===== config.mk =====
export PLATFORM = sky130hd
export DESIGN_NAME = task_fifo
export DESIGN_NICKNAME = d
export VERILOG_FILES = /design/src/task_fifo.sv
export SDC_FILE = /design/constraint.sdc
export NUM_CORES = 1
export LEC_CHECK = 0
export ABC_CLOCK_PERIOD_IN_PS = 6500
export BUFFER_PORTS_ARGS = -buffer_cell sky130_fd_sc_hd__buf_2
export CORE_UTILIZATION = 30
export DETAILED_ROUTE_END_ITERATION = 6
export PLACE_DENSITY_LB_ADDON = 0.3
export SETUP_SLACK_MARGIN = 0.5
export SYNTH_ARGS = -nofsm -noshare
export SYNTH_HDL_FRONTEND = slang
export SYNTH_SLANG_ARGS = --single-unit

===== constraint.sdc =====
create_clock -name clk -period 6.5 [get_ports clk]
set_input_delay 0.65 -clock clk [delete_from_list [all_inputs] [get_ports clk]]
set_output_delay 0.65 -clock clk [all_outputs]
set_load 0.05 [all_outputs]

===== src/task_fifo.sv =====
`timescale 1ns/1ps

module task_fifo #(
   parameter type item_t = logic [63:0],
   parameter int  DEPTH  = 16
) (
   input  logic                       clk,
   input  logic                       rstn,
   input  logic                       push,
   input  item_t                      push_item,
   input  logic                       pop,
   output item_t                      head,
   output logic                       empty,
   output logic                       full,
   output logic [$clog2(DEPTH+1)-1:0] free
);

   localparam int PTR_W = $clog2(DEPTH);
   localparam int CNT_W = $clog2(DEPTH + 1);

   item_t            mem [DEPTH];
   logic [PTR_W-1:0] wr_ptr;
   logic [PTR_W-1:0] rd_ptr;
   logic [CNT_W-1:0] count;
   logic             do_push;
   logic             do_pop;

   assign do_push = push & ~full;
   assign do_pop  = pop & ~empty;
   assign empty   = (count == '0);
   assign full    = (count == CNT_W'(DEPTH));
   assign free    = CNT_W'(DEPTH) - count;
   assign head    = mem[rd_ptr];

   always_ff @(posedge clk) begin
      if (do_push) begin
         mem[wr_ptr] <= push_item;
      end
   end

   always_ff @(posedge clk) begin
      if (!rstn) begin
         wr_ptr <= '0;
         rd_ptr <= '0;
         count  <= '0;
      end else begin
         if (do_push) begin
            wr_ptr <= (wr_ptr == PTR_W'(DEPTH - 1)) ? '0 : wr_ptr + 1'b1;
         end
         if (do_pop) begin
            rd_ptr <= (rd_ptr == PTR_W'(DEPTH - 1)) ? '0 : rd_ptr + 1'b1;
         end
         count <= count + CNT_W'(do_push) - CNT_W'(do_pop);
      end
   end

endmodule


# Yosys cells after proc, flatten, opt, wreduce, memory -nomap -nowiden
# Memory sizes are Yosys's and may differ from the RTL's. A register that Yosys moved wholly into a read port is not among the register bits.
# Index checks and enable logic that the tools add are counted.
[classes] n_addsub=5 mul=0 div_mod_pow=0 n_lt_le_gt_ge=0 n_eq_ne=3 shift=0 mux=6 bitwise_logic=4 reduce_logical=1
[ops] op="$mux 4" n=4
[ops] op="$add 4x1->4 const B" n=2
[ops] op="$eq 4x4->1 const B" n=2
[ops] op="$add 5x1->5" n=1
[ops] op="$eq 5x5->1 const B" n=1
[ops] op="$logic_not 5->1" n=1
[ops] op="$sub 5x1->5" n=1
[ops] op="$sub 5x5->5 const A" n=1
[ops] op="$and 1x1->1" n=2
[ops] op="$mux 1" n=2
[ops] op="$not 1->1" n=2
[word_totals] reg_bits=13 latch_bits=0 ramBits=1024 romBits=0 input_bits=68 output_inout_bits=71 wordCells=23 memories=1
[mem_list] memory="mem" depth=16 width=64 read_ports=1 rd_ports_with_merged_regs=1 wr=1 line_no="21" rtl="item_t mem [DEPTH];"

# Depth between registers and ports, before layout
[logic_depth] ltp_word=5 mapped_depth=14

# Worst setup path after synthesis
# Ideal clock, no wire load.
[synth_path] kind="register to register" from="register count[2]" to="memory mem[3][0] (netlist name), enable pin" setup_ps=565 arrival_time_ps=6065 required_time_ps=5935 slack_ps=-129 path_stages_with_launch=9 path_buffers=1 synth_period_minus_slack_ps=6629 cell_sequence="dfxtp_1 > inv_1 > ha_1 > and2_1 > ha_1 > nor2b_1 > clkbuf_1 > nand2_1 > nor3_1"
[synth_via] elab_chain_len=5
[synth_lines] element="start, declared" line_no="24" rtl="logic [CNT_W-1:0] count;"
[synth_lines] element="start signal, assigned" line_no="53" rtl="count <= count + CNT_W'(do_push) - CNT_W'(do_pop);"
[synth_lines] element="$eq 5x5->1" line_no="31" rtl="assign full = (count == CNT_W'(DEPTH));"
[synth_lines] element="named net full" line_no="14" rtl="output logic full,"
[synth_lines] element="$not 1->1" line_no="28" rtl="assign do_push = push & ~full;"
[synth_lines] element="$and 1x1->1" line_no="28"
[synth_lines] element="$mux 1" line_no="36" rtl="if (do_push) begin"
[synth_lines] element="$mux 1 (not written as such)" line_no="37" rtl="mem[wr_ptr] <= push_item;"
[synth_lines] element="end, declared" line_no="21"
# The timed path passes the listed nets, and every way through them passes these cells.

==> summary.md <==
| Metric | Value |
|---|---|
| Status | `complete, no violations` |
| Largest net degree at the start of global routing | `111` |
| Critical path startpoint category | `register` |
| CTS tree | `done` |
| Count of mapped cells out of synthesis | `1686` |
| First-pass GRT wire length | `135700 um` |
| Switching Fraction | `27.03%` |
| Internal Power | `12.17 mW` |
| Pwr Density | `365.5 nW/um2` |
| Reg-to-reg endpoint | `mem[10][13]` |
| Aggregate routed wire length | `93620 um` |
| Final design utilization | `35.20%` |
| Yosys reg bits | `1041` |
| Cell area after technology mapping | `39230 um2` |
| Clock sink count | `1041` |
| Hold-fix buffers, CTS | `0` |
| Skew-Pair Late Insertion Delay | `0.68 ns` |
| Post-Synthesis Net Count | `1769` |
| Placeable Area | `129600 um2` |
| Detailed-route via count | `18040` |
| Kind of end point of the critical path | `output pin` |
| Layout Nets | `1965` |
| Syn_area_per_cell | `23.27 um2` |
| Starting density of the core | `30.26%` |
| Number of buffers between clock root and the deepest sink | `3` |
| Max Clock Skew | `0.02265 ns` |
| Final hold vios | `0` |
| Overall global routing resource usage | `14.26%` |
| Relative contribution of sequential cells to total power | `46.2%` |
| I/O Pins | `139` |
| Largest incremental delay on the critical path | `0.91 ns` |
| DRC violations left | `0` |
| Max Fclk | `0.2241 GHz` |
| Post-route antenna net violation count | `0` |
| Worst reg2reg path depth | `8` |
| Routability cong. | `0.7101` |
| Count of input and output buffers | `138` |
| Detailed placement HPWL | `47520 um` |
| Cell Chain, Critical Path | `buf_12 > mux4_2 > a22oi_1 > nand2_1 > buf_2` |
| Buffer type at the clock tree root | `sky130_fd_sc_hd__clkbuf_16` |
| Critical path arrival | `3.81 ns` |
| Setup Buffers After CTS | `0` |
| Number of cells on the worst hold path | `1` |
| Total congestion overflow | `0` |
| Worst slack on hold paths | `0.3474 ns` |
| Number of fill cells in the layout | `11900` |
| Maximum Capacitance Violations | `0` |
| Final-layout setup total negative slack | `0 ns` |
| Clock slew seen by the registers of the worst setup and hold paths | `0.06 ns` |
| Critical Path Slowest Stage Cell | `sky130_fd_sc_hd__dfxtp_4` |
| Design Area, Final | `45640 um2` |
| VDD IR-drop max | `384.7 uV` |
| Overall die width | `363.6 um` |
| Data required time of the critical path | `5.85 ns` |
| Crit Path Max Fanout | `85` |
| Layout overhead on the synthesized area | `16.33%` |
| Clk network pwr share | `35.6%` |
| Part of the total power dissipated in combinational logic | `18.2%` |
| Minimum period implied by the final worst setup slack | `4.463 ns` |
| Proportion of layout cells with a drive suffix above 1 | `30.35%` |
| Type of the worst setup path | `register to output pin` |
| WL per Instance | `25.22 um` |
| CTS-repair resized insts | `0` |
| Total number of yosys warnings | `0` |
| Register-to-register setup slack | `2.60 ns` |
| 1st-iter DRT viols | `1698` |
| Worst Max-Slew Pin Slew | `1.265 ns` |
| Final count of pins violating max slew | `0` |
| Rel. slew slack | `15.50%` |
| Endpoints failing setup | `0` |
| Class of the most critical hold timing path | `primary input to register` |
| Startpoint of the lowest-slack hold path | `push_item[27]` |
| DP Area | `42240 um2` |
| Launch instance of the worst register-to-register path | `count[2]` |
| Row count | `132` |
| Antenna violations before repair | `22` |
| Vias per inst | `4.858` |
| Count of distinct cell types in the synthesized netlist | `29` |
| Vertical die dimension | `363.6 um` |
| Sink of the worst hold path | `mem[12][27]` |
| Total Power Consumption | `16.68 mW` |
| Via count of the first global-routing pass | `19170` |
| Pre-antenna DRT Iters | `7` |
| Share of the clock period used by the worst path | `68.66%` |
| Max H-tree Level | `3` |
| Leak Pwr | `13.95 nW` |
| Part of the Yosys area used for sequential elements | `79.25%` |
| Setup repair after global routing missed its margin | `false` |
| Reported net switching power | `4.508 mW` |
| Die footprint | `132200 um2` |
| CTS Buf Count | `107` |
[kinds of logic (layout without fill, tap and decap cells)]
kind of cell,count (synthesis),after routing,share of synthesized area [%]
AO/OA/AOI/OAI,144,144,2.730
XOR/XNOR,6,6,0.1340
adder cells (fa/ha/maj),15,15,0.4976
buffers and inverters,98,379,1.295
flip-flops,1041,1041,79.25
multiplexers,256,256,14.70
other,0,4,0
AND/OR/NAND/NOR,126,126,1.391
[power by group through the flow]
stage	Combinational, mW	Sequential [mW]	Clock (mW)
after floorplan	2.38	7.76	0
after global placement	3.07	7.84	0
after detailed placement	3.11	7.86	0
after CTS	3.12	7.71	6.10
after global routing	3.26	7.73	6.35
final	3.03	7.71	5.94
[cell usage in the layout, fill, tap and decap left out, drive strengths merged, types with 2 or more instances in the layout]
cell,count
buf,176
nor2,15
xnor2,6
o21ai,3
nor2b,7
edfxtp,1024
bufinv,9
clkbuf,139
nand2b,6
ha,14
dfxtp,17
a21oi,4
nor3,5
nand2,80
o211a,2
a21boi,4
and2,8
a22oi,128
mux4,256
inv,11
diode,4
clkinv,43
a311oi,2
nand3,2
[per-layer routing]
layer  share of wire, %  track usage (%)
met3                6.2            3.136
met5              0.073                0
met2                 48            22.98
met4                1.9            3.152
met1                 44            19.73
[state kept, by name, summed over array words and instances, names as in the netlist, named ones only]
signal	cells
mem	1024
count	5
rd_ptr	4
wr_ptr	4
[per-stage QoR]
stage / worst slack [ns] / std cells
floorplan: 1.587 / 1686
global placement: 2.684 / 3515
detailed placement: 2.538 / 3515
CTS: 1.920 / 3709
global route: 1.705 / 3709
finish: 2.037 / 3713
[worst max path at each step]
stage             start          end  slack (ns)  depth (start not counted)
6_report       register      head[4]        2.04                          5
5_1_grt        register      head[4]        1.71                          5
4_1_cts        register      head[4]        1.92                          5
3_5_place_dp   count[2]   mem[10][7]        2.54                          8
3_3_place_gp   count[2]  mem[10][13]        2.68                          8
2_1_floorplan  count[2]   mem[15][0]        1.59                          8
[synth_stat cells, drive strengths merged]
cell | number | area [um2]
nor2b | 7 | 43.79
buf | 50 | 327.8
ha | 14 | 175.2
mux4 | 256 | 5766
a311oi | 2 | 17.52
and2 | 8 | 50.05
dfxtp | 17 | 340.3
nor3 | 5 | 25.02
nand2 | 80 | 300.3
o21a | 1 | 7.510
xnor2 | 6 | 52.55
nor2 | 15 | 56.30
a21boi | 4 | 30.03
nand2b | 6 | 37.54
inv | 9 | 33.78
nand3 | 2 | 10.01
and3b | 1 | 8.760
a22oi | 128 | 960.9
o21ai | 3 | 15.01
and3 | 1 | 6.260
edfxtp | 1024 | 30750
or4 | 1 | 7.510
a21oi | 4 | 20.02
clkbuf | 39 | 146.4
fa | 1 | 20.02
o211a | 2 | 20.02
[worst max-delay path: cells and delay by family, from the launching register on]
family                 cells  cell delay (ns)
DFF                        1             0.91
buffers and inverters      2             0.67
muxes                      1             0.61
AOI/OAI and AO/OA          1             0.33
and+or+nand+nor            1             0.14
[area by class of cell]
| class | instances | area, um2 | area share, % |
|---|---|---|---|
| clock buffers | 139 | 2861 | 6.270 |
| diodes | 4 | 10.01 | 0.02193 |
| flip-flops and latches | 1041 | 31100 | 68.14 |
| well taps | 1742 | 2180 | 4.776 |
| clock inverters | 55 | 524.3 | 1.149 |
| inverters | 9 | 33.78 | 0.07403 |
| multi-input cells | 547 | 7790 | 17.07 |
| repair buffers | 176 | 1139 | 2.495 |
No activity file was read; power rests on OpenSTA's default activity.
