==> config.mk <==
export PLATFORM = sky130hd
export DESIGN_NAME = sssp_worker
export DESIGN_NICKNAME = d
export VERILOG_FILES = /design/src/sssp_reg_pkg.sv /design/src/sssp_task_pkg.sv /design/src/sssp_worker.sv
export SDC_FILE = /design/constraint.sdc
export NUM_CORES = 1
export LEC_CHECK = 0
export BUFFER_PORTS_ARGS = -buffer_cell sky130_fd_sc_hd__clkbuf_2
export CAP_MARGIN = 0
export CELL_PAD_IN_SITES_DETAIL_PLACEMENT = 0
export CELL_PAD_IN_SITES_GLOBAL_PLACEMENT = 2
export CORE_ASPECT_RATIO = 1.4
export CORE_UTILIZATION = 19
export DETAILED_ROUTE_END_ITERATION = 7
export HOLD_SLACK_MARGIN = 0.1
export MAX_ROUTING_LAYER = met4
export PLACE_DENSITY_LB_ADDON = 0.1
export SLEW_MARGIN = 40
export SYNTH_ARGS = -nofsm -noshare
export SYNTH_HDL_FRONTEND = slang
export SYNTH_SLANG_ARGS = --single-unit
==> constraint.sdc <==
create_clock -name clk -period 3.5 [get_ports clk]
set_input_delay 0.7 -clock clk [delete_from_list [all_inputs] [get_ports clk]]
set_output_delay 0.7 -clock clk [all_outputs]
set_load 0.05 [all_outputs]
==> src/sssp_reg_pkg.sv <==
package sssp_reg_pkg;

   localparam int REG_ADDR_W = 8;
   localparam int REG_DATA_W = 32;

   // All three hold word addresses
   localparam logic [REG_ADDR_W-1:0] RW_BASE_ADDR       = 8'd0;
   localparam logic [REG_ADDR_W-1:0] OFFSET_BASE_ADDR   = 8'd1;
   localparam logic [REG_ADDR_W-1:0] NEIGHBOR_BASE_ADDR = 8'd2;

endpackage

==> src/sssp_task_pkg.sv <==
package sssp_task_pkg;

   typedef struct packed {
      logic [31:0] ts;
      logic [31:0] locale;
   } task_t;

   // Offset pair is {end, start}, neighbor entry is {weight, id}, distance sits in the low word
   typedef logic [63:0] data_t;

   typedef enum logic [1:0] {
      ST_RW       = 2'd0,
      ST_NEIGHBOR = 2'd1,
      ST_CHILD    = 2'd2,
      ST_NONE     = 2'd3     // No response expected
   } subtype_t;

   typedef struct packed {
      task_t tsk;
      data_t data;
   } work_item_t;

   localparam int QUEUE_DEPTH = 16;
   localparam int MAX_BURST   = 16;     // Longest neighbor list, the child queue holds one whole burst
   localparam int FREE_W      = $clog2(QUEUE_DEPTH + 1);
   localparam int CH_FREE_W   = $clog2(MAX_BURST + 1);

endpackage
==> src/sssp_worker.sv <==
`timescale 1ns/1ps

module sssp_worker #(
   parameter int SUBTYPE = 0
) (
   input  logic                                clk,
   input  logic                                rstn,
   input  logic                                task_in_valid,
   output logic                                task_in_ready,
   input  sssp_task_pkg::task_t                in_task,
   input  sssp_task_pkg::data_t                in_data,
   output logic                                req_valid,
   output logic [31:0]                         req_addr,
   output logic [7:0]                          req_len,
   output logic [2:0]                          req_size,
   output sssp_task_pkg::task_t                resp_task,
   output sssp_task_pkg::subtype_t             resp_subtype,
   output logic                                out_valid,
   output sssp_task_pkg::task_t                out_task,
   output logic                                sched_task_valid,
   input  logic                                sched_task_ready,
   input  logic                                reg_wvalid,
   input  logic [sssp_reg_pkg::REG_ADDR_W-1:0] reg_waddr,
   input  logic [sssp_reg_pkg::REG_DATA_W-1:0] reg_wdata
);
   import sssp_task_pkg::*;
   import sssp_reg_pkg::*;

   logic [31:0] offset_base;
   logic [31:0] neighbor_base;
   logic [31:0] degree;

   assign sched_task_valid = task_in_valid;
   assign task_in_ready    = sched_task_ready;
   assign resp_task        = in_task;
   assign degree           = in_data[63:32] - in_data[31:0];

   always_comb begin
      req_valid    = 1'b0;
      req_addr     = '0;
      req_len      = '0;
      req_size     = 3'd3;
      resp_subtype = ST_NONE;
      out_valid    = 1'b0;
      out_task     = in_task;
      case (SUBTYPE)
         0: begin
            req_valid    = task_in_valid;
            req_addr     = offset_base + (in_task.locale << 2);   // Pair spans the next start
            resp_subtype = ST_NEIGHBOR;
         end
         1: begin
            req_valid    = task_in_valid & (degree != '0);
            req_addr     = neighbor_base + (in_data[31:0] << 3);
            req_len      = 8'(degree - 32'd1);
            resp_subtype = (degree != '0) ? ST_CHILD : ST_NONE;   // Read unit drops a leaf
         end
         default: begin
            out_valid       = task_in_valid;
            out_task.locale = in_data[31:0];
            out_task.ts     = in_task.ts + in_data[63:32];
         end
      endcase
   end

   always_ff @(posedge clk) begin
      if (!rstn) begin
         offset_base   <= '0;
         neighbor_base <= '0;
      end else if (reg_wvalid) begin
         case (reg_waddr)
            OFFSET_BASE_ADDR:   offset_base   <= {reg_wdata[REG_DATA_W-3:0], 2'b00};
            NEIGHBOR_BASE_ADDR: neighbor_base <= {reg_wdata[REG_DATA_W-3:0], 2'b00};
            default: ;
         endcase
      end
   end

endmodule

After elaboration in Yosys (flattened, before gate mapping). Index checks and enable logic that the tools add are counted.

Register bits: 30. Output and inout bits: 177. Logic and storage cells: 4. Input port bits: 173.

Reductions and logical operators: 1. Eq/ne operators: 1. Add/sub/neg operators: 1.

Operators with widths (number): $add A32 B32 Y32 (1); $eq A8 B1 Y1 const B (1); $reduce_and A2 Y1 (1).

Longest topological paths before layout.
Depth after elaboration: 2. Depth in mapped cells: 10. Mapped depth without buffers: 10.

Worst setup path before layout. OpenSTA, ideal clock, no wires.

Path kind: input port to output port. Start point: input port in_task[9] (netlist bit). End point: output port req_addr[27]. Path buffers: 1. Path slack: -0.485 ns. Arrival: 3.285 ns. Cell stages on the path: 8. Cells stage by stage: ha_1 buf_4 nand3_1 o211ai_1 a21oi_2 a2111oi_4 o21ai_2 o311ai_1.

Word-level cells in the longest chain between the ends: 1.

Ends and longest elaborated chain: from (decl) (RTL line sssp_worker.sv:10) `input sssp_task_pkg::task_t in_task,`; $add A32 B32 Y32 (RTL line sssp_worker.sv:49) `req_addr = offset_base + (in_task.locale << 2);`; to (decl) (RTL line sssp_worker.sv:13) `output logic [31:0] req_addr,`.

No other way between the ends.

Worst setup path in the final report.
Start point: input port in_task[0] (netlist bit). End point: output port req_addr[28].

Same word-level chain as after synthesis.

==> summary.txt <==
Logic synthesis
  • Ys flop type: dfxtp_1
  • Post-synth top area share: 28.3%
  • Post-synth EDFFs: 0
  • Top cells by area, synth: buf_4 28%, dfxtp_1 15%, ha_1 9.2%
  • Netlist cell types: 61
  • Seq cells post-synth: 30
  • Cell area after synthesis: 3950 um^2
  • Leading area contributor after synthesis: buf_4
  • Sequential area share after synthesis: roughly 15%
  • Yosys warns: 0
  • Syn avg cell area: approximately 8.2 um^2
  • Post-synthesis cell count: just under 500
  • Post-synthesis async set-or-reset flop share: 0%

Timing
  • Slew @ Worst Pin: 646 ps
  • Tcrit/Tclk final: 104%
  • Clock skew: 0 ps
  • Min Tclk post-route: roughly 3600 ps
  • Unrepaired setup endpoints after global routing: yes
  • Final Setup Violations: 9
  • Final hold violation count: 0
  • Max_slew headroom: 56.9%
  • Minimum hold slack: roughly 530 ps
  • Fin worst setup slack: -141 ps
  • F_max: between 200 and 300 MHz
  • Max Slew Vio Count: 0

Layout
  • Syn-to-layout area delta: 40.4%
  • Fillers: ~2200
  • Layout Cell Area excl Fill: roughly 5500 um^2
  • Layout net count: around 780
  • Max FFs per register: 30
  • # diodes: 0
  • Core Util, Final: a little over a quarter
  • Most frequent cells in the layout: 141 x clkbuf_2, 79 x buf_4, 31 x nor2b_1
  • Share of layout cells above drive strength 1: 53.9%
  • Register with the most flip-flops: offset_base
  • Largest regs: offset_base (30)
  • Commonest non-fill, non-tap cell in the layout: clkbuf_2

Place
  • Placed cell areas: 4900 um^2
  • Number of I/O port buffers: 160
  • Hpwl dp: 10500 um
  • GP Congestion: 0.748

CTS
  • Hold Buf Count CTS: 0
  • Clock Sinks: 30
  • Worst-case clock buffer depth: 2
  • Clk pin slew, worst setup/hold paths: 60 ps
  • CTS tree: built
  • Clk_lat worst skew: a little under 300 ps
  • Root Driver: clkbuf_16
  • H-tree depth: 2
  • TritonCTS Buffers: 5

Floorplan
  • Die Wd: 124 um
  • Cell row count: 62
  • Initial Utilization: 19.3%
  • Die ar.: about 21000 um^2
  • I/O pin total: 350
  • Core footprint: 20500 um^2
  • Die Y: 173 um

Critical path
  • Worst setup EP type: primary output
  • Slowest stage delay, CP: 410 ps
  • CP arrival: 2940 ps
  • Crit path buffers/inverters: 3
  • CP Max Fanout: 3
  • Critical Path RT: about 2800 ps
  • Worst-path cell chain: buf_8, ha_4, inv_2, fa_2, nor2b_4, o2111ai_4, and3_4, o311ai_4, a31oi_4, o21ai_4, xor2_4, buf_12
  • Crit path max-delay cell type: o311ai_4
  • CP top delay family: compound AO/OA/AOI/OAI gates
  • Critical path launch point type: input pin
  • CP Class: in2out

Routing
  • Routed len/inst: 15.0 um
  • Starting DRT DRC Count: 63
  • Drt total wl: ~13000 um
  • DRC: 0
  • Vias: ~3300
  • Vias per Instance: 3.98
  • DRT Pass-1 Iters: 4
  • DRT antenna net count: 0

GRT
  • GRT overflow: 0
  • Antenna violations before repair: 0
  • Global-route wire length before repair: between 15000 and 20000 um
  • Vias in the first global route: 3497
  • GRT Overall Usage: 12.4%
  • Largest net degree at the start of global routing: 31

Status
  • Failing checks: setup timing
  • Status: finished, violations left

Pwr
  • VDD IR max: 0.207 mV
  • Leakage power: about 0.0028 uW
  • PD cells: about 270 nW/um^2

Worst hold path
  • Hold WC Path Type: reg2reg

Flow run
  • Max Cap Viol: 0
## cell families (layout without fill, tap and decap cells)
group                      Yosys count  in the layout  synth area share [%]
buffers and inverters              177            261                  31.2
AOI/OAI and AO/OA                   89             89                  17.0
xor gates and xnor gates            27             27                  5.98
DFF                                 30             30                  15.2
muxes                               30             30                  7.60
adders and majority gates           30             30                  9.69
and+or+nand+nor                     98             98                  13.1
other                                2             16                 0.190
## synthesized netlist by cell type (2+ instances only)
cell type,instances
nand2_1,18
conb_1,2
buf_4,149
xnor2_1,19
xor2_1,8
o21ai_1,2
a311oi_1,2
ha_1,29
a31oi_1,4
mux2i_1,30
nand4_1,6
nor3_1,6
o21bai_1,4
a21oi_1,24
clkbuf_1,11
dfxtp_1,30
nor2_1,16
o21ai_0,11
nor2b_1,32
nand2b_1,2
o21ai_2,3
a21o_1,14
nand3_1,8
o21a_1,3
buf_1,3
inv_1,12
## tightest hold or removal path: stages, from the launching register on
cell	delay (ps)
dfxtp_1	330
mux2i_1	70
nor2b_1	90
## layout make-up
cell class | instances | area, um^2 | area share [%]
Multi-Input combinational cell | 290 | 2690 | 48.5
Timing Repair Buffer | 241 | 1690 | 30.5
Sequential cell | 30 | 601 | 10.8
Tap cell | 256 | 320 | 5.77
Clock buffer | 6 | 139 | 2.50
Clock inverter | 2 | 60.1 | 1.08
Inverter | 12 | 45.0 | 0.812
## report_power, final
group | switching, uW | internal (uW)
registers | 0.346 | 342
logic | 370 | 184
clock network | 175 | 428
total | 546 | 954
## per-stage QoR
| step | total power (uW) | setup TNS, ps | worst slack, ps | std cells |
|---|---|---|---|---|
| final | 1500 | -490 | -141 | 837 |
| after global routing | 1570 | -1670 | -255 | 837 |
| after CTS | 1530 | -1540 | -278 | 833 |
| after detailed placement | 883 | -2840 | -363 | 821 |
| after global placement | 885 | -3040 | -390 | 821 |
| after floorplan | 963 | -248 | -154 | 497 |
## metal layers
layer / GRT usage [%] / part of all wire, % / up-vias
li1: - / - / 1683
met1: 12.8 / 38 / 1506
met2: 22.4 / 54 / 114
met3: 2.80 / 5.8 / 27
met4: 4.12 / 1.9 / 0
met5: - / 0 / -
## worst paths after layout
path / startpoint / endpoint / slack [ps] / depth (start not counted)
hold / removal: offset_base[19] / offset_base[19] / 530 / 2
setup reg to reg: offset_base[11] / offset_base[11] / 2810 / 2
hold reg to reg: offset_base[19] / offset_base[19] / 530 / 2
setup / recovery: in_task[0] / req_addr[28] / -140 / 12
## repair_timing
item | CTS | global route
setup buffers | 4 | 4
gates resized for setup | 39 | 16
setup endpoints to repair | 17 | 15
cloned | 0 | 0
pin swaps | 25 | 18
Power figures use the tool's default switching activity.
