`config.mk`:
```
export PLATFORM = sky130hd
export DESIGN_NAME = mem_read_unit
export DESIGN_NICKNAME = d
export VERILOG_FILES = /design/src/sssp_reg_pkg.sv /design/src/sssp_task_pkg.sv /design/src/mem_read_unit.sv
export SDC_FILE = /design/constraint.sdc
export NUM_CORES = 1
export LEC_CHECK = 0
export BUFFER_PORTS_ARGS = -buffer_cell sky130_fd_sc_hd__buf_2
export CAP_MARGIN = 30
export CORE_AREA = 2 2 228 230
export DETAILED_ROUTE_END_ITERATION = 10
export DIE_AREA = 0 0 230 232
export HOLD_SLACK_MARGIN = 0.08
export PLACE_DENSITY = 0.38
export SYNTH_ARGS = -nofsm -noshare
export SYNTH_HDL_FRONTEND = slang
export SYNTH_SLANG_ARGS = --single-unit
```
`constraint.sdc`:
```
create_clock -name clk -period 8.47 [get_ports clk]
set_input_delay 0.847 -clock clk [delete_from_list [all_inputs] [get_ports clk]]
set_output_delay 0.847 -clock clk [all_outputs]
set_load 0.02 [all_outputs]
```
`src/sssp_reg_pkg.sv`:
```
package sssp_reg_pkg;

   localparam int REG_ADDR_W = 8;
   localparam int REG_DATA_W = 32;

   // All three hold word addresses
   localparam logic [REG_ADDR_W-1:0] RW_BASE_ADDR       = 8'd0;
   localparam logic [REG_ADDR_W-1:0] OFFSET_BASE_ADDR   = 8'd1;
   localparam logic [REG_ADDR_W-1:0] NEIGHBOR_BASE_ADDR = 8'd2;

endpackage

```
`src/sssp_task_pkg.sv`:
```
package sssp_task_pkg;

   typedef struct packed {
      logic [31:0] ts;
      logic [31:0] locale;
   } task_t;

   // Offset pair is {end, start}, neighbor entry is {weight, id}, distance sits in the low word
   typedef logic [63:0] data_t;

   typedef enum logic [1:0] {
      ST_RW       = 2'd0,
      ST_NEIGHBOR = 2'd1,
      ST_CHILD    = 2'd2,
      ST_NONE     = 2'd3     // No response expected
   } subtype_t;

   typedef struct packed {
      task_t tsk;
      data_t data;
   } work_item_t;

   localparam int QUEUE_DEPTH = 16;
   localparam int MAX_BURST   = 16;     // Longest neighbor list, the child queue holds one whole burst
   localparam int FREE_W      = $clog2(QUEUE_DEPTH + 1);
   localparam int CH_FREE_W   = $clog2(MAX_BURST + 1);

endpackage
```
`src/mem_read_unit.sv`:
```
`timescale 1ns/1ps

module mem_read_unit (
   input  logic                                   clk,
   input  logic                                   rstn,
   input  logic                                   fetch_valid,
   input  sssp_task_pkg::task_t                   fetch_task,
   output logic                                   fetch_grant,
   input  logic                                   w0_valid,
   input  logic [31:0]                            w0_addr,
   input  logic [7:0]                             w0_len,
   input  logic [2:0]                             w0_size,
   input  sssp_task_pkg::task_t                   w0_task,
   input  sssp_task_pkg::subtype_t                w0_subtype,
   output logic                                   w0_grant,
   input  logic                                   w1_valid,
   input  logic [31:0]                            w1_addr,
   input  logic [7:0]                             w1_len,
   input  logic [2:0]                             w1_size,
   input  sssp_task_pkg::task_t                   w1_task,
   input  sssp_task_pkg::subtype_t                w1_subtype,
   output logic                                   w1_grant,
   output logic                                   arvalid,
   input  logic                                   arready,
   output logic [31:0]                            araddr,
   output logic [7:0]                             arlen,
   output logic [2:0]                             arsize,
   input  logic                                   rvalid,
   output logic                                   rready,
   input  sssp_task_pkg::data_t                   rdata,
   input  logic                                   rlast,
   input  logic [sssp_task_pkg::FREE_W-1:0]       free_rw,
   input  logic [sssp_task_pkg::FREE_W-1:0]       free_nb,
   input  logic [sssp_task_pkg::CH_FREE_W-1:0]    free_ch,
   output logic                                   resp_push_rw,
   output logic                                   resp_push_nb,
   output logic                                   resp_push_ch,
   output sssp_task_pkg::work_item_t              resp_item,
   input  logic                                   reg_wvalid,
   input  logic [sssp_reg_pkg::REG_ADDR_W-1:0]    reg_waddr,
   input  logic [sssp_reg_pkg::REG_DATA_W-1:0]    reg_wdata
);
   import sssp_task_pkg::*;
   import sssp_reg_pkg::*;

   logic        busy;
   logic [31:0] rw_base;
   task_t       cur_task;
   subtype_t    cur_subtype;
   logic        w1_ok;
   logic        w0_ok;
   logic        fetch_ok;
   logic        start;
   logic        beat;

   // A request goes out only when its queue can take the whole burst
   assign w1_ok    = w1_valid & ((w1_subtype == ST_NONE) | (9'(free_ch) > 9'(w1_len)));
   assign w0_ok    = w0_valid & (free_nb != '0);
   // Fetch waits for an empty q_rw so every pending distance write lands before the next read
   assign fetch_ok = fetch_valid & (free_rw == FREE_W'(QUEUE_DEPTH));

   assign w1_grant    = ~busy & w1_ok;
   assign w0_grant    = ~busy & ~w1_ok & w0_ok;
   assign fetch_grant = ~busy & ~w1_ok & ~w0_ok & fetch_ok;
   assign start       = (w1_grant & (w1_subtype != ST_NONE)) | w0_grant | fetch_grant;

   assign rready       = busy;
   assign beat         = rvalid & rready;
   assign resp_item    = '{tsk: cur_task, data: rdata};
   assign resp_push_rw = beat & (cur_subtype == ST_RW);
   assign resp_push_nb = beat & (cur_subtype == ST_NEIGHBOR);
   assign resp_push_ch = beat & (cur_subtype == ST_CHILD);

   always_ff @(posedge clk) begin
      if (!rstn) begin
         busy    <= 1'b0;
         arvalid <= 1'b0;
         rw_base <= '0;
      end else begin
         if (reg_wvalid && reg_waddr == RW_BASE_ADDR) begin
            rw_base <= {reg_wdata[REG_DATA_W-3:0], 2'b00};
         end
         if (arvalid && arready) begin
            arvalid <= 1'b0;
         end
         if (beat && rlast) begin
            busy <= 1'b0;
         end
         if (start) begin
            busy    <= 1'b1;
            arvalid <= 1'b1;
         end
      end
   end

   always_ff @(posedge clk) begin
      if (w1_grant) begin
         araddr      <= w1_addr;
         arlen       <= w1_len;
         arsize      <= w1_size;
         cur_task    <= w1_task;
         cur_subtype <= w1_subtype;
      end else if (w0_grant) begin
         araddr      <= w0_addr;
         arlen       <= w0_len;
         arsize      <= w0_size;
         cur_task    <= w0_task;
         cur_subtype <= w0_subtype;
      end else if (fetch_grant) begin
         araddr      <= rw_base + (fetch_task.locale << 2);
         arlen       <= 8'd0;
         arsize      <= 3'd2;
         cur_task    <= fetch_task;
         cur_subtype <= ST_RW;
      end
   end

endmodule

```
---- Word-level counts from Yosys, hierarchy flattened ----
Cells that the tools add are included.
storage, ports and cells
  register bits after elaboration ......... 141
  latch bits .............................. 0
  bits in writable memories ............... 0
  bits in read-only memories .............. 0
  input port bits ......................... 410
  output and inout port bits .............. 179
  logic and storage cells ................. 63
  memories ................................ 0
cells by class
  add/sub/neg operators ................... 1
  multipliers ............................. 0
  div/mod/pow operators ................... 0
  order comparisons ....................... 1
  equality and inequality tests ........... 5
  shift operators ......................... 0
  multiplexer cells ....................... 19
  bitwise operators ....................... 19
  reductions and logical operators ........ 9
operators with widths
  kind                                                              number
  64-bit 2-to-1 mux                                                 3
  32-bit 2-to-1 mux                                                 3
  32-bit adder                                                      1
  8-bit 2-to-1 mux                                                  3
  1-bit AND                                                         13
  3-bit 2-to-1 mux                                                  3
  5-bit by 8-bit greater-than comparator with 1-bit output          1
  8-bit zero test                                                   1
  2-bit 2-to-1 mux                                                  3
  5-bit == test (second input constant)                             1
  5-bit nonzero test                                                1
  2-bit == test (second input constant)                             2
  1-bit 2-to-1 mux                                                  4
  2-bit nonzero test                                                2
  1-bit logical AND                                                 3
  1-bit NOT                                                         3
  1-bit bitwise OR                                                  3
  3-bit nonzero test                                                1
  2-bit by 1-bit == test with 1-bit output (second input constant)  1
  2-bit zero test                                                   1
  2-bit inequality test (second input constant)                     1

---- Logic depth before layout (Yosys ltp) ----
  word-level depth ........................ 10
  depth in mapped cells ................... 13
  gate-level depth less buffers ........... 12

---- Worst setup path after synthesis ----
No wires, ideal clock.
  path kind ............................... input -> register
  start ................................... input port w1_len[3]
  end ..................................... register araddr[0] (enable)
  setup time .............................. 0.641 ns
  arrival ................................. 7.098 ns
  data required time ...................... 7.829 ns
  slack ................................... 0.731 ns
  stages .................................. 8
  path buffers ............................ 0
  path through ............................ inv_1 -> ha_1 -> and3_1 -> o21ai_0 -> o21ai_0 -> o2111a_1 -> a31oi_2 -> a31oi_1
on the way
  cells in the longest elaborated chain, start to end .. 8
  elaborated cells between the ends (all ways) .. 10
  those cells by class .................... 1 x order compare; 8 x bitwise; 1 x reduce/logical
RTL lines
  what                                                          RTL line                                  RTL
  start: declaration                                            mem_read_unit.sv:18                       input logic [7:0] w1_len,
  5-bit by 8-bit greater-than comparator with 1-bit output (*)  mem_read_unit.sv:57                       assign w1_ok = w1_valid & ((w1_subtype == ST_NONE) | (9'(free_ch) > 9'(w1_len)));
  1-bit bitwise OR (*)                                          mem_read_unit.sv:57
  1-bit AND (*)                                                 mem_read_unit.sv:57
  1-bit NOT                                                     mem_read_unit.sv:63, mem_read_unit.sv:64
  1-bit AND                                                     mem_read_unit.sv:63, mem_read_unit.sv:64
  1-bit AND (2 in a row)                                        mem_read_unit.sv:64                       assign fetch_grant = ~busy & ~w1_ok & ~w0_ok & fetch_ok;
  3-bit nonzero test (no line) (*)                              -
  end signal: assignment                                        mem_read_unit.sv:98                       araddr <= w1_addr;
  end signal: assignment                                        mem_read_unit.sv:104                      araddr <= w0_addr;
  end signal: assignment                                        mem_read_unit.sv:110                      araddr <= rw_base + (fetch_task.locale << 2);
  end: declaration                                              mem_read_unit.sv:25                       output logic [31:0] araddr,
Every way passes the cells marked *; elsewhere a longest branch is shown, timed or not.
A chain may end at the register's enable or synchronous reset.

---- Worst setup path in the final report ----
  start ................................... input port w1_len[1]
  end ..................................... output port w0_grant
on the way
  cells in the longest elaborated chain, start to end .. 6
RTL lines
  what                                                      RTL line             RTL
  5-bit by 8-bit greater-than comparator with 1-bit output  mem_read_unit.sv:57
  1-bit bitwise OR                                          mem_read_unit.sv:57
  1-bit AND                                                 mem_read_unit.sv:57
  1-bit NOT                                                 mem_read_unit.sv:63  assign w0_grant = ~busy & ~w1_ok & w0_ok;
  1-bit AND (2 in a row)                                    mem_read_unit.sv:63
  end: declaration                                          mem_read_unit.sv:15  output logic w0_grant,
No other way between the ends.

==> results.yml <==
detailed_routing:
  dr.pass1.iters: 4
  drtIter0Drc: 360
  postRouteWirelength_um: 41000
  post_drt_wl_per_cell_um: 20.3
  vias: 8559
  viasPerCell: 4.24
  drc: 0
  antenna_left: 0
critical_path:
  crit_required_ns: 7.62
  crit-reg2reg-launch: "rw_base[2]$_SDFFE_PN0P_"
  start_kind: "input port"
  cp.arrival_ns: 3.76
  cp-startpoint: "w1_len[1]"
  critPathMaxFanout: 41
  crit_type: "input port to output port"
  critPathCaptureType: "output port"
hold_path:
  worstHoldStart: "arvalid$_SDFFE_PN0P_"
  holdCritPathClass: "flip-flop to flip-flop"
cells_and_area:
  design_area_um2: 11800
  area_growth_pct: 36.5
  final_nets: 1765
  final_util: 0.233
  drive_gt1_frac: 0.385
yosys:
  syn_avg_cell_area_um2: 9.09
  synth-seq-area-share: 0.451
  synth_edf_count: 109
  syn_area_um2: 8680
  synth.most_common_cell: "nand2_1"
  ys_warn_count: 0
  synth_area_leaders: "edfxtp_1 38%, nand2_1 7.6%, dfxtp_1 7.4%"
  post-synth-top-area-cell: "edfxtp_1"
  yosys-top-cells-count: "175 x nand2_1, 109 x edfxtp_1, 102 x nor2_1, 76 x a31oi_1, 64 x buf_4"
  syn-instance-count: 955
  synth.net_count: 1400
  yosys_most_used_dff: "edfxtp_1"
  synth_top_area_frac: 0.377
  synth-seq-cells: 141
  synthDistinctLibCells: 55
  synthArstFlopShare: 0
global_route:
  grt_pass1_wl_um: 56800
  grt_overflow_total: 0
  antenna_found_initial: 17
  first_global_vias: 8334
  grt_max_degree: 83
  grt_use_total: 0.150
clock_network:
  cts_hold_buf: 0
  clk_pin_slew_ns: 0.07
  clk_latency_ns: 0.48
  cts_max_level: 4
  cts_buffer_depth: 2
  cts_sinks: 141
  post_cts.repair.setup_buffers: 0
  cts_tree: "yes"
  root_buffer: "clkbuf_16"
  postCtsResizedCells: 0
  numCtsBuffers: 17
floorplanning:
  coreArea_um2: 50900
  fp.dieW_um: 230
  start_util: 0.171
  rows: 83
  die_h_um: 232
  io_pins: 589
  die_area_um2: 53400
timing:
  max_slew_margin: 0.415
  finalSetupViolations: 0
  finalSetupTns_ns: 0
  slew_violations: 0
  rsz0062_at_grt: "false"
  max_freq_ghz: 0.217
  fin_crit_sh: 0.544
  finalCriticalPeriod_ns: 4.61
  finalHoldViolCount: 0
  clock_skew_ns: 0.00977
  tightest_slew_ns: 0.877
  whs_ns: 0.482
run_status:
  outcome: "finished, final reports clean"
pwr:
  pwr_density_cell_nw_per_um2: 181
  p_leak_nw: 5.54
  ir_drop_mv: 0.141
  p_total_mw: 2.15
place:
  port_buffers: 458
  placed_area_um2: 11200
  dp_hpwl_um: 32400
  gp_congestion: 0.835
flow_run:
  max-cap-violations: 0
worst max-delay path, cell delays in order:
cell	delay [ns]
buf_2	0.08
inv_1	0.04
ha_1	0.30
nor2b_1	0.13
o21ai_0	0.14
o21ai_0	0.12
o2111a_1	0.29
a31oi_2	0.50
nand2_4	0.47
inv_4	0.52
buf_2	0.26
cell usage in the layout (no fill, tap or decap), types with 3 or more instances in the layout:
cell,netlist,final
a22o_1,10,10
nor2b_1,41,41
o21ai_1,4,4
edfxtp_1,109,109
a21oi_1,47,47
buf_2,16,458
a31oi_1,76,75
nor2_1,102,102
a21o_1,14,14
xnor2_1,10,10
bufinv_16,0,3
and3_1,6,6
nand2_1,175,174
nand3_1,8,8
a22oi_1,5,5
o22ai_1,4,4
diode_2,0,7
buf_4,64,8
mux2i_1,31,31
ha_1,34,34
o21a_1,3,3
o21bai_1,5,5
xor2_1,15,15
dfxtp_1,32,32
nor3_1,10,10
inv_6,0,4
clkbuf_16,0,17
a21boi_0,3,3
a211oi_1,5,5
clkinv_2,0,3
inv_1,10,9
o21ai_0,34,34
o31ai_1,3,3
nand4_1,7,7
worst paths after layout:
path / cells after the start / end / slack [ns]
hold reg to reg: 2 / arvalid$_SDFFE_PN0P_ / 0.48
setup / recovery: 11 / w0_grant / 3.86
setup reg to reg: 11 / araddr[28]$_DFFE_PP_ / 4.62
hold / removal: 2 / arvalid$_SDFFE_PN0P_ / 0.48
per-layer routing:
metal  GRT usage  up-vias  wire length (um)  part of all wire
li1            -     4095                 -                 -
met1       0.172     3976             16300              0.40
met2       0.250      365             19600              0.48
met3      0.0458      121              3150             0.077
met4      0.0823        2              1980             0.048
met5           0        -                13           0.00032
power by group:
| part | switching, mW | internal (mW) |
|---|---|---|
| combinational | 0.297 | 0.168 |
| sequential | 0.0189 | 0.835 |
| clock | 0.359 | 0.469 |
stage by stage:
stage	instances	setup slack (ns)
after floorplan	955	0.731
after global placement	1980	3.55
after detailed placement	1980	3.58
after CTS	2012	3.82
after global routing	2017	3.66
final	2020	3.86
registers in the layout, summed over array words and instances, names as in the netlist:
| signal | flops |
|---|---|
| arvalid | 1 |
| resp_item | 64 |
| rw_base | 30 |
| rready | 1 |
| arlen | 8 |
| araddr | 32 |
| cur_subtype | 2 |
| arsize | 3 |
logic make-up after synthesis:
| kind of cell | Yosys count | share of synthesized area |
|---|---|---|
| multiplexers | 31 | 0.0357 |
| AND/OR/NAND/NOR | 365 | 0.182 |
| XOR/XNOR | 25 | 0.0252 |
| buffers and inverters | 131 | 0.0875 |
| adder cells (fa/ha/maj) | 35 | 0.0513 |
| AO/OA/AOI/OAI | 227 | 0.167 |
| flip-flops | 141 | 0.451 |
area by class of cell:
cell class	instances	area, um^2
Timing Repair Buffer	467	2380
Clock buffer	17	425
Clock inverter	15	186
Tap cell	680	851
Inverter	10	40.0
Sequential cell	141	3910
Fill cell	5737	39000
Multi-Input combinational cell	683	4030
Antenna cell	7	17.5
Note: power is estimated with default switching activity, not from simulation.
