==> src/sssp_reg_pkg.sv <==
package sssp_reg_pkg;

   localparam int REG_ADDR_W = 8;
   localparam int REG_DATA_W = 32;

   // All three hold word addresses
   localparam logic [REG_ADDR_W-1:0] RW_BASE_ADDR       = 8'd0;
   localparam logic [REG_ADDR_W-1:0] OFFSET_BASE_ADDR   = 8'd1;
   localparam logic [REG_ADDR_W-1:0] NEIGHBOR_BASE_ADDR = 8'd2;

endpackage

==> src/sssp_task_pkg.sv <==
package sssp_task_pkg;

   typedef struct packed {
      logic [31:0] ts;
      logic [31:0] locale;
   } task_t;

   // Offset pair is {end, start}, neighbor entry is {weight, id}, distance sits in the low word
   typedef logic [63:0] data_t;

   typedef enum logic [1:0] {
      ST_RW       = 2'd0,
      ST_NEIGHBOR = 2'd1,
      ST_CHILD    = 2'd2,
      ST_NONE     = 2'd3     // No response expected
   } subtype_t;

   typedef struct packed {
      task_t tsk;
      data_t data;
   } work_item_t;

   localparam int QUEUE_DEPTH = 16;
   localparam int MAX_BURST   = 16;     // Longest neighbor list, the child queue holds one whole burst
   localparam int FREE_W      = $clog2(QUEUE_DEPTH + 1);
   localparam int CH_FREE_W   = $clog2(MAX_BURST + 1);

endpackage
==> src/sssp_rw.sv <==
`timescale 1ns/1ps

module sssp_rw (
   input  logic                                clk,
   input  logic                                rstn,
   input  logic                                task_in_valid,
   output logic                                task_in_ready,
   input  sssp_task_pkg::task_t                in_task,
   input  sssp_task_pkg::data_t                in_data,
   output logic                                wvalid,
   output logic [31:0]                         waddr,
   output sssp_task_pkg::data_t                wdata,
   output logic                                out_valid,
   output sssp_task_pkg::task_t                out_task,
   output logic                                sched_task_valid,
   input  logic                                sched_task_ready,
   input  logic                                reg_wvalid,
   input  logic [sssp_reg_pkg::REG_ADDR_W-1:0] reg_waddr,
   input  logic [sssp_reg_pkg::REG_DATA_W-1:0] reg_wdata
);
   import sssp_reg_pkg::*;

   logic [31:0] rw_base;
   logic        improve;

   assign sched_task_valid = task_in_valid;
   assign task_in_ready    = task_in_valid & sched_task_ready;
   assign improve          = (in_data[31:0] > in_task.ts);

   assign wvalid    = task_in_ready & improve;   // A head stalled on q_off writes only once
   assign waddr     = rw_base + (in_task.locale << 2);
   assign wdata     = {32'd0, in_task.ts};
   assign out_valid = wvalid;
   assign out_task  = in_task;

   always_ff @(posedge clk) begin
      if (!rstn) begin
         rw_base <= '0;
      end else if (reg_wvalid && reg_waddr == RW_BASE_ADDR) begin
         rw_base <= {reg_wdata[REG_DATA_W-3:0], 2'b00};
      end
   end

endmodule

==> config.mk <==
export PLATFORM = sky130hd
export DESIGN_NAME = sssp_rw
export DESIGN_NICKNAME = d
export VERILOG_FILES = /design/src/sssp_reg_pkg.sv /design/src/sssp_task_pkg.sv /design/src/sssp_rw.sv
export SDC_FILE = /design/constraint.sdc
export NUM_CORES = 1
export LEC_CHECK = 0
export BUFFER_PORTS_ARGS = -buffer_cell sky130_fd_sc_hd__buf_2
export CAP_MARGIN = 20
export CORE_AREA = 2 2 132 134
export DETAILED_ROUTE_END_ITERATION = 8
export DIE_AREA = 0 0 134 136
export PLACE_DENSITY = 0.61
export SYNTH_ARGS = -nofsm -noshare
export SYNTH_HDL_FRONTEND = slang
export SYNTH_SLANG_ARGS = --single-unit
==> constraint.sdc <==
create_clock -name clk -period 2.5 [get_ports clk]
set_input_delay 0.25 -clock clk [delete_from_list [all_inputs] [get_ports clk]]
set_output_delay 0.25 -clock clk [all_outputs]
set_load 0.02 [all_outputs]
======== After elaboration in Yosys (flattened, before gate mapping) ========
Cells that the tools add are included.
storage, ports and cells
  word-level logic and storage cells ...... 7
  flip-flop bits (word level) ............. 30
  input port bits ......................... 173
operators by class
  reductions and logical operators ........ 2
  bitwise logic cells ..................... 2
  add/sub/neg operators ................... 1
  $lt $le $gt $ge ......................... 1
operators by type and width
  kind                 count
  $add A32 B32 Y32     1
  $gt A32 B32 Y1       1
  $logic_not A8 Y1     1
  $and A1 B1 Y1        2
  $logic_and A1 B1 Y1  1

======== Longest topological paths before layout ========
Gate-level depths: netlist of run 1.
  depth after elaboration ................. 2
  gate-level depth with buffers ........... 10

======== Worst setup path before layout of run 1 ========
OpenSTA, ideal clock, no wires.
  kind .................................... register -> output
  start ................................... register rw_base[14]
  end ..................................... output port waddr[27]
  slack ................................... 0.004 ns
  stages on the path, launching flop included .. 9
  data arrival time ....................... 2.246 ns
  cell sequence ........................... dfxtp_1 -> ha_1 -> buf_2 -> nand2_1 -> o21ai_0 -> inv_1 -> a31oi_1 -> o31ai_2 -> o311ai_0
between the ends
  cells in the longest elaborated chain, start to end .. 1
ends and longest elaborated chain
  item                    RTL line       source
  start, declared         sssp_rw.sv:23  logic [31:0] rw_base;
  start signal, assigned  sssp_rw.sv:40  rw_base <= {reg_wdata[REG_DATA_W-3:0], 2'b00};
  $add A32 B32 Y32        sssp_rw.sv:31  assign waddr = rw_base + (in_task.locale << 2);
  end, declared           sssp_rw.sv:11  output logic [31:0] waddr,
Every way passes these cells.

======== Worst setup path in the final report of run 1 ========
  start ................................... register rw_base[13]
  end ..................................... output port waddr[28]
Same word-level chain as after synthesis.

==> out/metrics.yaml, run 1 <==
fillers: 1766
status: "finished, violations left"
p_sw_mw: 0.690
dieWidth_um: 134
vias: 4474
irDropWorstVdd_mv: 0.249
rows: 48
max_freq_mhz: 388
remaining_drc_errors: 0
worst_pin_slew_ns: 0.555
dieArea_um2: 18200
slew_violations: 0
grt_pass1_wl_um: 21300
drtIter0Drc: 104
maxUsedRoutingLayer: "met4"
path_class: "reg -> out"
min_path_type: "in -> reg"
async_reset_ff_share_pct: 0
drt-met1-wl_um: 5610
p_comb_share_pct: 39.9
syn_area_per_cell_um2: 8.02
finalHoldViolations: 0
swShare_pct: 35.7
drive_above_1_share_pct: 51.7
cts_tree: "yes"
pwr_density_cell_nw_per_um2: 302
cts.path.max_buffers: 2
end_kind: "primary output"
largest_reg_flops: 30
utilization_pct: 37.9
synth_top_family_by_area: "buffers and inverters"
worst_ep_required_time_ns: 2.25
fin_setup_tns_ns: -0.496
syn_to_final_growth_pct: 39.9
yosysWarningCount: 0
synth_xor_area_share_pct: 5.17
synth_area_um2: 4570
finalClockSkew_ns: 0
layout_setup_ws_ns: -0.0746
fin_nets: 1013
clkSinkCount: 30
startpoint_type: "flop"
internal_power_mw: 1.24
synth_compound_area_share_pct: 16.8
synth-seq-cells: 30
dieHeight_um: 136
dp_hpwl_um: 12200
setup_viol_count_final: 12
ys_types: 60
slew-limit-headroom_pct: 63.0
cap_violations: 0
largest-register: "rw_base"
clockPowerShare_pct: 35.2
globalRoute.totalOverflow: 0
grt_start_max_net_pins: 31
viasPerCell: 4.45
cts.clk_slew.worst_paths_ns: 0.05
grt_usage_pct: 15.2
portBuffers: 264
start_util_pct: 27.1
p_total_mw: 1.93
grt_pass1_vias: 4226
arrival_ns: 2.32
seq_power_share_pct: 24.8
rsz0062_at_grt: "true"
routed_wl_um: 14900
violations: "setup timing"
yosysSeqAreaShare_pct: 13.1
clock_latency_ns: 0.28
synth_ff_type: "dfxtp_1"
cts_inserted_buffers: 5
synth-edff-count: 0
cts_max_level: 2
antenna_found_initial: 2
reg_top3: "rw_base x30"
period_needed_ns: 2.57
clockRootBuffer: "clkbuf_16"
wl_met2_um: 7810
seq_area_um2: 611
slowest_delay_ns: 0.34
route.met3.wl_um: 1230
crit_fanout: 5
first_pass_iters: 4
hold_buffers: 0
crit_chain: "ha_4, and4_4, and2b_2, nand4b_4, a21oi_4, nor2_4, o31ai_2, xor2_1, buf_4"
synth-simple-area-share_pct: 14.7
detail-route-antenna-nets: 0
synth_mux_area_share_pct: 6.57
core_area_um2: 16900
p_leak_nw: 3.46
finalCritPeriodShare_pct: 103
syn_inst: 570
yosys.area_share.adder_pct: 17.1
multi_input_area_um2: 3430
slowest_stage: "dfxtp_1"
gp_congestion: 0.855
num_io_pins: 337
wl_per_cell_um: 14.8
-- metal layers --
metal  vias up  track usage (%)
met5         -                0
met2       197             29.7
met1      2033             15.6
met3        14             4.10
li1       2230                -
met4         0             4.55
-- timing repair --
action,in CTS,in global routing
pin swaps,38,17
hold endpoints to repair,0,0
cloned,0,0
setup endpoints to repair,15,15
buffers inserted,8,2
gates resized for setup,96,24
-- cell usage after synthesis, types with 2 or more instances --
cell | count | area, µm²
ha_1 | 61 | 763
nand4_1 | 10 | 62.6
nand2_1 | 21 | 78.8
a21o_1 | 21 | 158
mux2i_1 | 30 | 300
clkbuf_1 | 6 | 22.5
a41oi_1 | 4 | 35.0
o21bai_1 | 3 | 22.5
xor2_1 | 10 | 87.6
or3_1 | 2 | 12.5
and2_1 | 2 | 12.5
a21oi_2 | 2 | 17.5
nor3_1 | 7 | 35.0
buf_1 | 3 | 11.3
a21oi_1 | 34 | 170
o21ai_0 | 16 | 80.1
inv_1 | 40 | 150
xnor2_1 | 17 | 149
and4_1 | 3 | 26.3
nor4_1 | 2 | 12.5
nor2_1 | 19 | 71.3
a211o_1 | 2 | 17.5
buf_4 | 133 | 998
nand2b_1 | 3 | 18.8
o31ai_1 | 2 | 15.0
nand3_1 | 13 | 65.1
o211ai_1 | 3 | 22.5
o21ai_1 | 3 | 15.0
nor2b_1 | 32 | 200
buf_2 | 2 | 10.0
o21a_1 | 6 | 45.0
dfxtp_1 | 30 | 601
-- power by group through the flow --
stage	logic [mW]	clock network, mW	registers [mW]
after floorplan	0.549	0	0.489
after global placement	0.716	0	0.490
after detailed placement	0.718	0	0.490
after CTS	0.763	0.695	0.479
after global routing	0.839	0.716	0.479
final	0.771	0.680	0.479
-- logic make-up after synthesis --
| logic type | Yosys count |
|---|---|
| XOR/XNOR | 27 |
| flip-flops | 30 |
| AND/OR/NAND/NOR | 123 |
| other | 1 |
| buffers and inverters | 185 |
| adder cells (fa/ha/maj) | 62 |
| AO/OA/AOI/OAI | 112 |
| multiplexers | 30 |
-- worst max-delay path: cells and delay by family, from the launching register on --
kind	cells	cell delay [ns]
and+or+nand+nor	4	0.61
AOI/OAI and AO/OA	2	0.39
DFF	1	0.34
adders and majority gates	1	0.32
xor gates and xnor gates	1	0.20
buffers and inverters	1	0.17
-- worst paths after layout --
path                                    start          end  slack, ns  cells past startpoint
worst min register to register    rw_base[23]  rw_base[23]       0.53                      2
worst max-delay path              rw_base[13]    waddr[28]      -0.07                      9
worst max register to register    rw_base[10]  rw_base[10]       1.85                      2
worst min-delay path            reg_wdata[13]  rw_base[15]       0.22                      3
-- cells in the final DEF (no fill, tap or decap), types with 10 or more instances in the layout --
cell type  count
inv_1         40
a21oi_1       26
nand2_1       19
xnor2_1       15
o21ai_0       11
dfxtp_1       22
nand4_1       10
nand3_1       11
ha_4          16
mux2i_1       30
nor2_1        15
a21o_1        21
nor2b_1       32
ha_1          45
buf_2        247
buf_4         60
conb_1        34
-- metrics by stage --
step / cells / area [µm²] / setup WS, ns / hold slack [ns]
after global placement: 986 / 5540 / -0.182 / 0.500
after detailed placement: 986 / 5540 / -0.203 / 0.500
after CTS: 1002 / 6260 / -0.127 / 0.220
final: 1006 / 6390 / -0.0746 / 0.218
after floorplan: 603 / 4690 / 0.00383 / 0.416
after global routing: 1005 / 6390 / -0.162 / 0.225
-- final cells by class --
type                       count  share of cell area, %
clock buffer                   8                   2.60
inverter                      40                   2.35
tap                          225                   4.40
antenna                        2                 0.0783
multi-input combinational    388                   53.6
timing repair buffer         313                   27.4
sequential                    30                   9.55
Note: power is estimated with default switching activity, not from simulation.
==> inputs of run 2 (changes only) <==
--- a/config.mk
+++ b/config.mk
@@ -7,10 +7,11 @@
 export LEC_CHECK = 0
 export BUFFER_PORTS_ARGS = -buffer_cell sky130_fd_sc_hd__buf_2
 export CAP_MARGIN = 20
-export CORE_AREA = 2 2 132 134
+export CORE_AREA = 2 2 130 132
+export CTS_BUF_LIST = sky130_fd_sc_hd__clkbuf_4 sky130_fd_sc_hd__clkbuf_8
 export DETAILED_ROUTE_END_ITERATION = 8
-export DIE_AREA = 0 0 134 136
-export PLACE_DENSITY = 0.61
+export DIE_AREA = 0 0 132 134
+export PLACE_DENSITY = 0.62
 export SYNTH_ARGS = -nofsm -noshare
 export SYNTH_HDL_FRONTEND = slang
 export SYNTH_SLANG_ARGS = --single-unit
==> out/metrics.yaml, run 2 (synthesized netlist as in run 1, its figures left out) <==
status: "finished, violations left"
violations: "setup timing"
slowest_delay_ns: 0.34
grt_usage_pct: 15.7
p_leak_nw: 3.46
end_kind: "primary output"
slew_violations: 0
syn_to_final_growth_pct: 40.9
period_needed_ns: 2.66
drtIter0Drc: 140
worst_ep_required_time_ns: 2.25
dieHeight_um: 134
irDropWorstVdd_mv: 0.182
fillers: 1676
cts.clk_slew.worst_paths_ns: 0.07
core_area_um2: 16300
finalCritPeriodShare_pct: 106
dieWidth_um: 132
cts_max_level: 2
post-place-cells: 978
cts_inserted_buffers: 5
portBuffers: 264
crit_chain: "ha_4, nand4_1, buf_4, o21bai_4, a31oi_4, o31ai_4, o311ai_2, xnor2_1, buf_4"
rsz0062_at_grt: "true"
arrival_ns: 2.41
grt_pass1_wl_um: 22100
globalRoute.totalOverflow: 0
cts_tree: "yes"
rows: 47
timing.hold.ws_ns: 0.196
drive_above_1_share_pct: 52.6
slew-limit-headroom_pct: 64.7
crit_fanout: 5
reg_top3: "rw_base x30"
fin_nets: 1015
antenna_found_initial: 2
path_class: "reg -> out"
layout_setup_ws_ns: -0.159
largest-register: "rw_base"
worst_pin_slew_ns: 0.529
wl_per_cell_um: 15.0
layout_commonest_cell: "buf_2"
finalClockSkew_ns: 0
grt_start_max_net_pins: 31
setup_viol_count_final: 17
remaining_drc_errors: 0
crit_family: "compound AO/OA/AOI/OAI gates"
largest_reg_flops: 30
hold_buffers: 0
min_path_type: "in -> reg"
start_util_pct: 28.1
cts.path.max_buffers: 2
dieArea_um2: 17700
grt_pass1_vias: 4396
pwr_density_cell_nw_per_um2: 278
detail-route-antenna-nets: 0
dp_hpwl_um: 12100
final_cell_mix: "buf_2, buf_4, inv_1, ha_1, conb_1"
finalHoldViolations: 0
routed_wl_um: 15000
viasPerCell: 4.52
startpoint_type: "flop"
critPathMostFrequentCell: "buf_4"
vias: 4531
num_io_pins: 337
clkSinkCount: 30
path_buf_inv: 2
clock_latency_ns: 0.30
slowest_stage: "dfxtp_2"
first_pass_iters: 4
max_freq_mhz: 376
fin_setup_tns_ns: -1.45
cap_violations: 0
layout.cells.non_filler: 1002
clockRootBuffer: "clkbuf_8"
gp_congestion: 0.891
## run 2: cell types whose count changed in the layout (fill, tap and decap cells not counted), moves of 2 or more
| cell | delta |
|---|---|
| buf_2 | -2 |
| buf_6 | +3 |
| clkbuf_16 | -5 |
| clkbuf_4 | +2 |
| clkbuf_8 | +2 |
| ha_1 | -5 |
| ha_2 | +3 |
| ha_4 | +2 |
| nand2_2 | -2 |
| o21ai_2 | -2 |
| xnor2_1 | -2 |
| xnor2_2 | +2 |
## run 2: worst min-delay path: cells and delay by family
kind / cells / cell delay (ns)
simple gates: 1 / 0.09
buf+inv: 1 / 0.07
mux: 1 / 0.05
## run 2: cell type report
cell class              count  area [µm²]  area share (%)
well taps                 220         275            4.27
inverters                  40         150            2.33
diodes                      1        2.50          0.0389
multi-input cells         388        3500            54.3
clock inverters             1        30.0           0.466
clock buffers               7        83.8            1.30
flip-flops and latches     30         614            9.54
repair buffers            315        1790            27.7
## run 2: worst paths after layout
| check | startpoint | end | slack (ns) | depth (start not counted) |
|---|---|---|---|---|
| worst max-delay path | rw_base[15] | waddr[31] | -0.16 | 9 |
| worst min-delay path | reg_wdata[15] | rw_base[17] | 0.20 | 3 |
| worst max register to register | rw_base[3] | rw_base[3] | 1.74 | 3 |
| worst min register to register | rw_base[23] | rw_base[23] | 0.53 | 2 |
## run 2: what timing repair did
item                                    4_1_cts  5_1_grt
pin swaps                                    29       26
buffers inserted                              5       10
resized for setup                            87       49
endpoints found under the setup margin       20       20
endpoints found under the hold margin         0        0
## run 2: through the flow
step | cell area [µm²] | utilization (%) | power, mW | worst slack, ns
6_report | 6440 | 39.5 | 1.79 | -0.159
5_1_grt | 6440 | 39.5 | 1.90 | -0.274
4_1_cts | 6120 | 37.6 | 1.78 | -0.180
3_5_place_dp | 5510 | 33.8 | 1.20 | -0.172
3_3_place_gp | 5510 | 33.8 | 1.20 | -0.160
2_1_floorplan | 4690 | - | 1.04 | 0.00383
## run 2: where the power goes
part | internal [mW] | leakage [nW] | total [mW] | switching (mW)
sequential | 0.477 | 0.246 | 0.477 | 0.000500
clock | 0.320 | 0.0593 | 0.538 | 0.218
combinational | 0.315 | 3.16 | 0.774 | 0.460
total | 1.11 | 3.46 | 1.79 | 0.678
## run 2: per-layer routing
layer  routed length, µm  GRT usage, %  part of all wire, %  vias up
li1                    -             -                    -     2233
met5                  11             0                0.073        -
met2                7860          30.9                   52      205
met3                1160          3.97                  7.7       18
met4                 221          3.56                  1.5        2
met1                5740          16.7                   38     2073
==> inputs of run 3 (changes only) <==
--- a/config.mk
+++ b/config.mk
@@ -12,6 +12,8 @@
 export DETAILED_ROUTE_END_ITERATION = 8
 export DIE_AREA = 0 0 132 134
 export PLACE_DENSITY = 0.62
+export RECOVER_POWER = 50
+export SLEW_MARGIN = 20
 export SYNTH_ARGS = -nofsm -noshare
 export SYNTH_HDL_FRONTEND = slang
 export SYNTH_SLANG_ARGS = --single-unit
==> out/metrics.yaml, run 3 (synthesized netlist as in run 1, its figures left out) <==
stdcell_area_um2: 6350
worstRegToRegCells: 3
p_total_mw: 1.78
period_needed_ns: 2.67
finalClockSkew_ns: 0
layout_setup_ws_ns: -0.167
fin_setup_tns_ns: -1.46
syn_to_final_growth_pct: 39.0
rows: 47
path_class: "reg -> out"
grt_pass1_vias: 4396
clock_latency_ns: 0.30
path_buf_inv: 2
globalRoute.totalOverflow: 0
detail-route-antenna-nets: 0
max_freq_mhz: 375
placed_area_um2: 5510
fin_nets: 1015
rr_startpoint: "rw_base[3]"
critPathMostFrequentCell: "buf_4"
slowest_delay_ns: 0.34
violations: "setup timing"
num_io_pins: 337
rsz0062_at_grt: "true"
largest-register: "rw_base"
finalCritPeriodShare_pct: 107
drive_above_1_share_pct: 43.8
slew_violations: 0
arrival_ns: 2.42
clkSinkCount: 30
routed_wl_um: 15000
rr_endpoint: "rw_base[3]"
slew-limit-headroom_pct: 64.6
crit_family: "compound AO/OA/AOI/OAI gates"
grt_usage_pct: 15.7
clockRootBuffer: "clkbuf_8"
worst_pin_slew_ns: 0.531
remaining_drc_errors: 0
slowest_stage: "dfxtp_2"
antenna_found_initial: 2
dieWidth_um: 132
layout_commonest_cell: "buf_2"
p_leak_nw: 3.27
portBuffers: 264
vias: 4511
viasPerCell: 4.50
min_to: "rw_base[17]"
final_cell_mix: "buf_2, clkbuf_1, buf_4"
cts_max_level: 2
setup_viol_count_final: 17
hold_start: "reg_wdata[15]"
grt_start_max_net_pins: 31
irDropWorstVdd_mv: 0.182
cts.clk_slew.worst_paths_ns: 0.07
dieArea_um2: 17700
worst_ep_required_time_ns: 2.25
cts.path.max_buffers: 2
wl_per_cell_um: 15.0
finalHoldViolations: 0
startpoint_type: "flop"
cap_violations: 0
drtIter0Drc: 142
end_kind: "primary output"
core_area_um2: 16300
start_util_pct: 28.1
dp_hpwl_um: 12100
timing.hold.ws_ns: 0.196
utilization_pct: 39.0
reg_top3: "rw_base x30"
hold_buffers: 0
dieHeight_um: 134
cts_tree: "yes"
crit_fanout: 5
largest_reg_flops: 30
cts_inserted_buffers: 5
gp_congestion: 0.891
crit_chain: "ha_4, nand4_1, buf_4, o21bai_4, a31oi_4, o31ai_4, o311ai_2, xnor2_1, buf_4"
r2r_slack_ns: 1.74
grt_pass1_wl_um: 22100
status: "finished, violations left"
min_path_type: "in -> reg"
first_pass_iters: 4
whs_path_depth: 3
pwr_density_cell_nw_per_um2: 279
run 3: cell types whose count changed in the layout (fill, tap and decap cells not counted):
cell,before,now
clkbuf_1,0,69
buf_2,245,176
run 3: how the worst max path moves through the flow:
stage	startpoint	to	depth (start not counted)	slack, ns
5_1_grt	rw_base[15]	waddr[31]	9	-0.27
4_1_cts	rw_base[2]	waddr[30]	10	-0.18
3_5_place_dp	in_task[0]	waddr[28]	11	-0.17
3_3_place_gp	in_task[0]	waddr[30]	11	-0.16
2_1_floorplan	rw_base[14]	waddr[27]	8	0.004
6_report	rw_base[15]	waddr[31]	9	-0.17
run 3: power breakdown:
part	leakage [nW]	total [mW]	internal (mW)	switching, mW
Sequential	0.246	0.477	0.477	0.000503
Combinational	2.97	0.760	0.298	0.462
Clock	0.0593	0.538	0.320	0.218
run 3: worst reg2reg max path: cells and delay by family, from the launching register on:
family	cells	cell delay [ns]
multiplexers	1	0.12
buffers and inverters	1	0.14
AND/OR/NAND/NOR	1	0.06
flip-flops	1	0.34
run 3: through the flow:
stage          cells  setup slack [ns]
4_1_cts          991            -0.180
3_5_place_dp     978            -0.172
2_1_floorplan    603           0.00383
3_3_place_gp     978            -0.160
6_report        1002            -0.167
5_1_grt         1001            -0.274
run 3: layout make-up:
type                    count  area [µm²]
fillers                  1711        9930
multi-input cells         388        3500
repair buffers            315        1700
flip-flops and latches     30         614
well taps                 220         275
inverters                  40         150
clock buffers               7        83.8
clock inverters             1        30.0
diodes                      1        2.50
run 3: metal layers:
layer  global-route usage, %  wire (µm)  vias up
met2                    30.9       7890      206
met4                    3.56        226        2
li1                        -          -     2232
met5                       0         11        -
met3                    3.97       1190       18
met1                    16.7       5700     2053
run 3: repair_timing:
action                                 4_1_cts  5_1_grt
buffers inserted                             5       10
endpoints found under the hold margin        0        0
setup endpoints to repair                   20       20
gates resized for setup                     87       49
pin swaps                                   29       26
